File: src/source/loop_pkg.sv
package loop_pkg;

    ////////////////////
    // data widths
    ////////////////////

    // host wire-in, wire-out and pipe word
    localparam int HOST_W = 16;

    // waveform word and spike count
    localparam int WORD_W = 32;

    // half-period setting, host word zero-extended into it
    localparam int HALF_CNT_W = 18;

    // readout address from the host
    localparam int ADDR_W = 8;

    // flops per spike synchronizer chain
    localparam int SYNC_STAGES = 2;

    ////////////////////
    // reset defaults
    ////////////////////

    // half-period after reset_global, tick every 16 cycles
    localparam logic [HALF_CNT_W-1:0] HALF_CNT_RESET = 18'd8;

    ////////////////////
    // wire-out map
    ////////////////////

    localparam logic [ADDR_W-1:0] WO_WAVE_LO = 8'h20;
    localparam logic [ADDR_W-1:0] WO_WAVE_HI = 8'h21;
    localparam logic [ADDR_W-1:0] WO_SL_LO   = 8'h22;
    localparam logic [ADDR_W-1:0] WO_SL_HI   = 8'h23;
    localparam logic [ADDR_W-1:0] WO_LL_LO   = 8'h24;
    localparam logic [ADDR_W-1:0] WO_LL_HI   = 8'h25;
    localparam logic [ADDR_W-1:0] WO_COMB_LO = 8'h26;
    localparam logic [ADDR_W-1:0] WO_COMB_HI = 8'h27;

endpackage

File: src/source/loop_result_if.sv
// per-tick results seen by the host readout
// all four are registered levels, no handshake
interface loop_result_if;

    // current replayed waveform word
    logic [loop_pkg::WORD_W-1:0] wave;

    // short-latency spike count, last window
    logic [loop_pkg::WORD_W-1:0] sl_count;

    // long-latency spike count, last window
    logic [loop_pkg::WORD_W-1:0] ll_count;

    // count of the OR of both spikes
    logic [loop_pkg::WORD_W-1:0] comb_count;

    // readout side
    modport sink
    (
        input wave,
        input sl_count,
        input ll_count,
        input comb_count
    );

endinterface

File: src/source/spike_input_sync.sv
module spike_input_sync
(
    input  logic ep50trig,
    input  logic reset_global,
    input  logic i_reset_sim,
    input  logic i_spike_mn,
    input  logic i_spike_ll,
    output logic o_pulse_mn,
    output logic o_pulse_ll,
    output logic o_pulse_comb
);

    localparam int NS = loop_pkg::SYNC_STAGES;

    // synchronizer chains, bit 0 samples the pin
    logic [NS-1:0] sync_mn;
    logic [NS-1:0] sync_ll;

    // previous synced levels for edge detect
    logic prev_mn;
    logic prev_ll;
    logic prev_comb;

    // synced levels at the end of each chain
    logic lvl_mn;
    logic lvl_ll;
    logic lvl_comb;

    assign lvl_mn   = sync_mn[NS-1];
    assign lvl_ll   = sync_ll[NS-1];
    // or of synced levels, so one overlap gives one combined edge
    assign lvl_comb = lvl_mn | lvl_ll;

    always_ff @(posedge ep50trig)
    begin
        if (reset_global || i_reset_sim)
        begin
            sync_mn      <= '0;
            sync_ll      <= '0;
            prev_mn      <= 1'b0;
            prev_ll      <= 1'b0;
            prev_comb    <= 1'b0;
            o_pulse_mn   <= 1'b0;
            o_pulse_ll   <= 1'b0;
            o_pulse_comb <= 1'b0;
        end
        else
        begin
            // shift in the async pins
            sync_mn   <= {sync_mn[NS-2:0], i_spike_mn};
            sync_ll   <= {sync_ll[NS-2:0], i_spike_ll};
            prev_mn   <= lvl_mn;
            prev_ll   <= lvl_ll;
            prev_comb <= lvl_comb;
            // one-cycle pulse on a newly high level
            o_pulse_mn   <= lvl_mn & ~prev_mn;
            o_pulse_ll   <= lvl_ll & ~prev_ll;
            o_pulse_comb <= lvl_comb & ~prev_comb;
        end
    end

endmodule

File: src/source/sim_tick_gen.sv
module sim_tick_gen
(
    input  logic                        ep50trig,
    input  logic                        reset_global,
    input  logic                        i_reset_sim,
    input  logic                        i_trig_load,
    input  logic [loop_pkg::HOST_W-1:0] i_host_word,
    output logic                        o_tick
);

    localparam int HW = loop_pkg::HALF_CNT_W;

    // half-period as loaded by the host
    logic [HW-1:0] half_period;
    // zero treated as one
    logic [HW-1:0] half_eff;
    // last count of a full window, 2*H-1
    logic [HW:0]   win_last;
    // position inside the tick window
    logic [HW:0]   win_cnt;

    assign half_eff = (half_period == '0) ? {{(HW-1){1'b0}}, 1'b1} : half_period;
    assign win_last = {half_eff, 1'b0} - 1'b1;

    ////////////////////
    // half-period reg
    ////////////////////

    // only reset_global restores the default
    always_ff @(posedge ep50trig)
    begin
        if (reset_global)
            half_period <= loop_pkg::HALF_CNT_RESET;
        else if (i_trig_load)
            half_period <= {{(HW - loop_pkg::HOST_W){1'b0}}, i_host_word};
    end

    ////////////////////
    // window counter
    ////////////////////

    always_ff @(posedge ep50trig)
    begin
        // a load restarts the window so the new spacing starts clean
        if (reset_global || i_reset_sim || i_trig_load)
        begin
            win_cnt <= '0;
            o_tick  <= 1'b0;
        end
        else if (win_cnt == win_last)
        begin
            // wrap, one tick per 2*H cycles
            win_cnt <= '0;
            o_tick  <= 1'b1;
        end
        else
        begin
            win_cnt <= win_cnt + 1'b1;
            o_tick  <= 1'b0;
        end
    end

endmodule

File: src/source/wave_buffer.sv
module wave_buffer
#(
    parameter int WAVE_DEPTH = 64
)
(
    input  logic                        ep50trig,
    input  logic                        reset_global,
    input  logic                        i_reset_sim,
    input  logic                        i_pipe_write,
    input  logic [loop_pkg::HOST_W-1:0] i_pipe_data,
    input  logic                        i_tick,
    output logic [loop_pkg::WORD_W-1:0] o_wave
);

    localparam int PTR_W = $clog2(WAVE_DEPTH);
    // count can reach WAVE_DEPTH itself
    localparam int CNT_W = $clog2(WAVE_DEPTH + 1);
    localparam logic [CNT_W-1:0] DEPTH_C = CNT_W'(WAVE_DEPTH);

    // waveform storage
    logic [loop_pkg::WORD_W-1:0] mem [WAVE_DEPTH];

    // low half waiting for its high half
    logic [loop_pkg::HOST_W-1:0] lo_half;
    // 0 expects low half, 1 expects high half
    logic                        hi_phase;
    // words stored so far, also the replay wrap point
    logic [CNT_W-1:0]            wr_count;
    logic [PTR_W-1:0]            rd_ptr;
    logic [CNT_W-1:0]            rd_next;
    logic                        wr_en;
    logic                        rd_en;

    // full word completes on the high half, dropped once full
    assign wr_en   = i_pipe_write & hi_phase & (wr_count < DEPTH_C);
    // replay only once something is loaded
    assign rd_en   = i_tick & (wr_count != '0);
    assign rd_next = CNT_W'(rd_ptr) + CNT_W'(1);

    ////////////////////
    // pipe side
    ////////////////////

    always_ff @(posedge ep50trig)
    begin
        if (i_pipe_write && !hi_phase)
            lo_half <= i_pipe_data;
    end

    always_ff @(posedge ep50trig)
    begin
        if (wr_en)
            mem[wr_count[PTR_W-1:0]] <= {i_pipe_data, lo_half};
    end

    always_ff @(posedge ep50trig)
    begin
        if (reset_global || i_reset_sim)
        begin
            hi_phase <= 1'b0;
            wr_count <= '0;
        end
        else
        begin
            // phase keeps toggling even when the RAM is full
            if (i_pipe_write)
                hi_phase <= ~hi_phase;
            if (wr_en)
                wr_count <= wr_count + 1'b1;
        end
    end

    ////////////////////
    // replay side
    ////////////////////

    always_ff @(posedge ep50trig)
    begin
        if (reset_global || i_reset_sim)
        begin
            rd_ptr <= '0;
            o_wave <= '0;
        end
        else if (rd_en)
        begin
            o_wave <= mem[rd_ptr];
            // cyclic over the stored words
            if (rd_next == wr_count)
                rd_ptr <= '0;
            else
                rd_ptr <= rd_next[PTR_W-1:0];
        end
    end

endmodule

File: src/source/spike_window_counter.sv
module spike_window_counter
(
    input  logic                        ep50trig,
    input  logic                        reset_global,
    input  logic                        i_reset_sim,
    input  logic                        i_pulse,
    input  logic                        i_tick,
    output logic [loop_pkg::WORD_W-1:0] o_count
);

    // pulses seen in the open window
    logic [loop_pkg::WORD_W-1:0] run_cnt;
    // total of the last closed window
    logic [loop_pkg::WORD_W-1:0] latch_cnt;
    // pulse widened to count width
    logic [loop_pkg::WORD_W-1:0] inc;

    assign inc = {{(loop_pkg::WORD_W - 1){1'b0}}, i_pulse};

    always_ff @(posedge ep50trig)
    begin
        if (reset_global || i_reset_sim)
        begin
            run_cnt   <= '0;
            latch_cnt <= '0;
        end
        else if (i_tick)
        begin
            // a pulse on the tick cycle still belongs to the closing window
            latch_cnt <= run_cnt + inc;
            run_cnt   <= '0;
        end
        else
        begin
            run_cnt <= run_cnt + inc;
        end
    end

    assign o_count = latch_cnt;

endmodule

File: src/source/wire_out_mux.sv
module wire_out_mux
(
    input  logic [loop_pkg::ADDR_W-1:0] i_wo_addr,
    loop_result_if.sink                 results,
    output logic [loop_pkg::HOST_W-1:0] o_wo_data
);

    localparam int HW = loop_pkg::HOST_W;

    // host reads 16 bits at a time, low half at the even address
    always_comb
    begin
        case (i_wo_addr)
            loop_pkg::WO_WAVE_LO:
                o_wo_data = results.wave[HW-1:0];
            loop_pkg::WO_WAVE_HI:
                o_wo_data = results.wave[2*HW-1:HW];
            loop_pkg::WO_SL_LO:
                o_wo_data = results.sl_count[HW-1:0];
            loop_pkg::WO_SL_HI:
                o_wo_data = results.sl_count[2*HW-1:HW];
            loop_pkg::WO_LL_LO:
                o_wo_data = results.ll_count[HW-1:0];
            loop_pkg::WO_LL_HI:
                o_wo_data = results.ll_count[2*HW-1:HW];
            loop_pkg::WO_COMB_LO:
                o_wo_data = results.comb_count[HW-1:0];
            loop_pkg::WO_COMB_HI:
                o_wo_data = results.comb_count[2*HW-1:HW];
            // unmapped addresses read zero
            default:
                o_wo_data = '0;
        endcase
    end

endmodule

File: src/source/reflex_loop_top.sv
module reflex_loop_top
#(
    parameter int WAVE_DEPTH = 64
)
(
    input  logic                        ep50trig,
    input  logic                        reset_global,
    input  logic                        i_reset_sim,
    input  logic                        i_trig_load,
    input  logic [loop_pkg::HOST_W-1:0] i_host_word,
    input  logic                        i_pipe_write,
    input  logic [loop_pkg::HOST_W-1:0] i_pipe_data,
    input  logic                        i_spike_mn,
    input  logic                        i_spike_ll,
    input  logic [loop_pkg::ADDR_W-1:0] i_wo_addr,
    output logic [loop_pkg::HOST_W-1:0] o_wo_data,
    output logic                        o_tick
);

    // synced spike edges
    logic pulse_mn;
    logic pulse_ll;
    logic pulse_comb;

    // window boundary
    logic tick;

    // results bundle to the readout
    loop_result_if results ();

    ////////////////////
    // input side
    ////////////////////

    spike_input_sync spike_sync
    (
        .ep50trig     (ep50trig),
        .reset_global (reset_global),
        .i_reset_sim  (i_reset_sim),
        .i_spike_mn   (i_spike_mn),
        .i_spike_ll   (i_spike_ll),
        .o_pulse_mn   (pulse_mn),
        .o_pulse_ll   (pulse_ll),
        .o_pulse_comb (pulse_comb)
    );

    sim_tick_gen tick_gen
    (
        .ep50trig     (ep50trig),
        .reset_global (reset_global),
        .i_reset_sim  (i_reset_sim),
        .i_trig_load  (i_trig_load),
        .i_host_word  (i_host_word),
        .o_tick       (tick)
    );

    // waveform replay, one word per tick
    wave_buffer #(.WAVE_DEPTH(WAVE_DEPTH)) wave_buf
    (
        .ep50trig     (ep50trig),
        .reset_global (reset_global),
        .i_reset_sim  (i_reset_sim),
        .i_pipe_write (i_pipe_write),
        .i_pipe_data  (i_pipe_data),
        .i_tick       (tick),
        .o_wave       (results.wave)
    );

    ////////////////////
    // spike counters
    ////////////////////

    // short latency, motor neuron
    spike_window_counter sl_counter
    (
        .ep50trig     (ep50trig),
        .reset_global (reset_global),
        .i_reset_sim  (i_reset_sim),
        .i_pulse      (pulse_mn),
        .i_tick       (tick),
        .o_count      (results.sl_count)
    );

    // long latency, cross-board
    spike_window_counter ll_counter
    (
        .ep50trig     (ep50trig),
        .reset_global (reset_global),
        .i_reset_sim  (i_reset_sim),
        .i_pulse      (pulse_ll),
        .i_tick       (tick),
        .o_count      (results.ll_count)
    );

    // or of both spike trains
    spike_window_counter comb_counter
    (
        .ep50trig     (ep50trig),
        .reset_global (reset_global),
        .i_reset_sim  (i_reset_sim),
        .i_pulse      (pulse_comb),
        .i_tick       (tick),
        .o_count      (results.comb_count)
    );

    wire_out_mux wo_mux
    (
        .i_wo_addr (i_wo_addr),
        .results   (results),
        .o_wo_data (o_wo_data)
    );

    // tick is the only test pin kept
    assign o_tick = tick;

endmodule

File: config.mk
export PLATFORM = sky130hd
export DESIGN_NAME = reflex_loop_top
export DESIGN_NICKNAME = d
export VERILOG_FILES = /design/src/source/loop_pkg.sv /design/src/source/loop_result_if.sv /design/src/source/spike_input_sync.sv /design/src/source/sim_tick_gen.sv /design/src/source/wave_buffer.sv /design/src/source/spike_window_counter.sv /design/src/source/wire_out_mux.sv /design/src/source/reflex_loop_top.sv
export SDC_FILE = /design/constraint.sdc
export NUM_CORES = 2
export LEC_CHECK = 0
export ABC_AREA = 1
export ABC_CLOCK_PERIOD_IN_PS = 5300
export BUFFER_PORTS_ARGS = -buffer_cell sky130_fd_sc_hd__buf_2
export CAP_MARGIN = 40
export CORE_ASPECT_RATIO = 1.75
export CORE_MARGIN = 2
export CORE_UTILIZATION = 35
export CTS_CLUSTER_SIZE = 8
export DETAILED_ROUTE_END_ITERATION = 6
export PLACE_DENSITY = 0.48
export SYNTH_ARGS = -nofsm -noshare
export SYNTH_HDL_FRONTEND = slang
export SYNTH_SLANG_ARGS = --single-unit
File: constraint.sdc
create_clock -name ep50trig -period 5.3 [get_ports ep50trig]
set_input_delay 1.06 -clock ep50trig [delete_from_list [all_inputs] [get_ports ep50trig]]
set_output_delay 1.06 -clock ep50trig [all_outputs]
set_load 0.1 [all_outputs]
==> flow_metrics.py <==
metrics = {
    "detailed_routing": {
        "ant_nets": 0,
        "routed_wl_um": 305000,
        "wl_per_cell_um": 27.4,
        "vias": 61000,
        "first_pass_iters": 7,
        "drt_iter0_markers": 4957,
        "viasPerCell": 5.47,
        "drc_errors": 0,
    },
    "critical_path": {
        "critPathMaxStageDelay_ps": 540,
        "cp-start-kind": "primary input",
        "cp-end-kind": "primary output",
        "path_cells": "buf_2 > nor2_1 > nand2_1 > inv_1 > nand4_1 > o22ai_1 > a221oi_1 > nand2_1 > buf_2",
        "cp.arrival_ps": 3120,
        "critPathRequiredTime_ps": 4240,
        "crit_type": "primary input to primary output",
        "cp_max_fo": 16,
        "slowest_stage": "nand4_1",
    },
    "synth": {
        "syn_avg_cell_area_sq_um": 12.6,
        "synthesis.nets": 7442,
        "syn_inst": 7384,
        "ys_ff_latch": 2348,
        "synth_warnings": 0,
        "post_synth_main_area_contributors": "edfxtp_1 (67%), dfxtp_1 (6.1%), o21ai_0 (6.0%)",
        "ys_seq_area_share_pct": 73.0,
        "yosysTopAreaCell": "edfxtp_1",
        "yosysUniqueCellTypes": 49,
        "syn_area_sq_um": 92700,
        "synth_top_area_share_pct": 66.8,
    },
    "grt": {
        "grt_max_degree": 181,
        "grt_pass1_vias": 61600,
        "grt_pass1_wl_um": 433000,
        "grt_usage_pct": 22.2,
        "grt-ovfl-total": 0,
        "antenna_found_initial": 13,
    },
    "clock_network": {
        "cts_tree": "built",
        "root_buffer": "clkbuf_16",
        "cts_buffers": 335,
        "insertion_delay_ps": 870,
        "htreeDepth": 5,
        "cts_sinks": 2348,
        "cts_resized": 0,
        "path_clk_slew_ps": 50,
        "hold_buffers": 0,
        "clk_path_buf_depth": 4,
        "cts_post_setup_buffers_inserted": 0,
    },
    "sta": {
        "skew_ps": 49.7,
        "worst_pin_slew_ps": 1000,
        "fmax_ghz": 0.239,
        "maxSlewViolCount": 0,
        "slew_headroom_pct": 33.3,
        "fin_crit_ps": 4180,
        "tns_ps": 0,
        "min_period_over_period_pct": 79.0,
        "setup_viol": 0,
        "setup_ws_ps": 1120,
        "whs_ps": 390,
        "finalHoldViolCount": 0,
        "rsz0062_at_grt": "false",
    },
    "cells_and_area": {
        "fillers": 24500,
        "final_common_cell": "edfxtp_1",
        "final_cell_mix": "edfxtp_1 (2064), nor2_1 (1284), o21ai_0 (1105)",
        "syn2layout_area_growth_pct": 15.8,
        "nets": 7566,
        "drive_gt1_share_pct": 10.2,
        "final_cells": 11100,
    },
    "job": {
        "maxCapViolCount": 0,
    },
    "die": {
        "rows": 250,
        "die_area_sq_um": 269000,
        "num_io_pins": 64,
        "die_h_um": 685,
        "initial_core_util_pct": 35.1,
        "die_x_um": 393,
        "coreArea_sq_um": 264000,
    },
    "placement": {
        "hpwl_um": 181000,
        "port_buffers": 63,
        "routabilityCongestion": 0.895,
        "dp_cells": 10700,
        "pre_cts_slack_ps": 1170,
    },
    "power": {
        "p_leak_nw": 34.3,
        "power_mw": 39.9,
        "peakVddDrop_uv": 247,
        "power.density_nw_per_um2": 371,
    },
    "status": {
        "status": "complete, no violations",
    },
    "min_path": {
        "holdCritPathClass": "flip-flop to flip-flop",
    },
}
-- kinds of logic after synthesis --
kind of cell	after synthesis	synth area share, %
DFF	2348	73.0
AOI/OAI and AO/OA	1969	12.9
xor gates and xnor gates	119	1.14
and+or+nand+nor	2127	9.48
adders and majority gates	11	0.148
buffers and inverters	810	3.41
-- synth_stat cells, drive strengths merged --
| cell type | instances |
|---|---|
| a21oi | 56 |
| a221oi | 23 |
| a31oi | 1 |
| a41oi | 1 |
| and3 | 3 |
| buf | 100 |
| clkbuf | 405 |
| clkinv | 1 |
| dfxtp | 284 |
| edfxtp | 2064 |
| ha | 11 |
| inv | 304 |
| nand2 | 308 |
| nand3 | 354 |
| nand3b | 2 |
| nand4 | 31 |
| nor2 | 1377 |
| nor3 | 40 |
| nor3b | 2 |
| nor4 | 3 |
| nor4b | 1 |
| o211ai | 220 |
| o21a | 1 |
| o21ai | 1112 |
| o21bai | 2 |
| o221ai | 292 |
| o22ai | 260 |
| o31ai | 1 |
| or2 | 5 |
| or4 | 1 |
| xnor2 | 38 |
| xnor3 | 1 |
| xor2 | 80 |
-- power by group --
group          total, mW  internal [mW]  leakage (nW)  switching, mW
clock               19.1           11.5          4.40           7.61
combinational      0.559         0.0873          9.09          0.472
sequential          20.2           20.2          20.9         0.0322
total               39.9           31.8          34.3           8.11
-- per-stage QoR --
step	area, sq um	util [%]
floorplan	92700	-
global placement	97900	37.0
detailed placement	98400	37.2
CTS	107000	40.6
global route	107000	40.6
finish	107000	40.6
-- final timing paths --
path | start | endpoint | slack, ps | cells after the start
max reg2reg | wave_buf.rd_ptr[0] | wave_buf.rd_ptr[3] | 1690 | 11
min reg2reg | spike_sync.prev_mn | spike_sync.o_pulse_mn | 390 | 1
max | i_wo_addr[4] | o_wo_data[12] | 1120 | 9
min | spike_sync.prev_mn | spike_sync.o_pulse_mn | 390 | 1
-- registers in the layout, summed over array words and instances, names as in the netlist, 2 cells and up --
signal,flops
comb_counter.o_count,32
comb_counter.run_cnt,32
ll_counter.o_count,32
ll_counter.run_cnt,32
sl_counter.o_count,32
sl_counter.run_cnt,32
spike_sync.sync_ll,2
spike_sync.sync_mn,2
tick_gen.half_period,16
tick_gen.win_cnt,19
wave_buf.lo_half,16
wave_buf.mem,2048
wave_buf.o_wave,32
wave_buf.rd_ptr,6
wave_buf.wr_count,7
-- final cells by class --
type | instances | area [sq um] | share of cell area (%)
Tap cell | 3528 | 4410 | 4.11
Clock inverter | 14 | 208 | 0.193
Sequential cell | 2348 | 67700 | 63.0
Inverter | 305 | 1180 | 1.10
Multi-Input combinational cell | 4226 | 22400 | 20.9
Antenna cell | 9 | 22.5 | 0.0210
Clock buffer | 418 | 8840 | 8.23
Timing Repair Buffer | 292 | 2670 | 2.48
-- layer usage --
metal | vias up | wire, um | GRT usage [%]
li1 | 27500 | - | -
met1 | 31100 | 111000 | 24.3
met2 | 1838 | 160000 | 40.4
met3 | 578 | 13700 | 2.89
met4 | 2 | 20600 | 13.4
met5 | - | 13 | 0
-- critical path, delay by kind of cell --
family / cells / cell delay, ps
buffers and inverters: 3 / 620
AOI/OAI and AO/OA: 2 / 580
and+or+nand+nor: 4 / 860
Power figures use the tool's default switching activity.
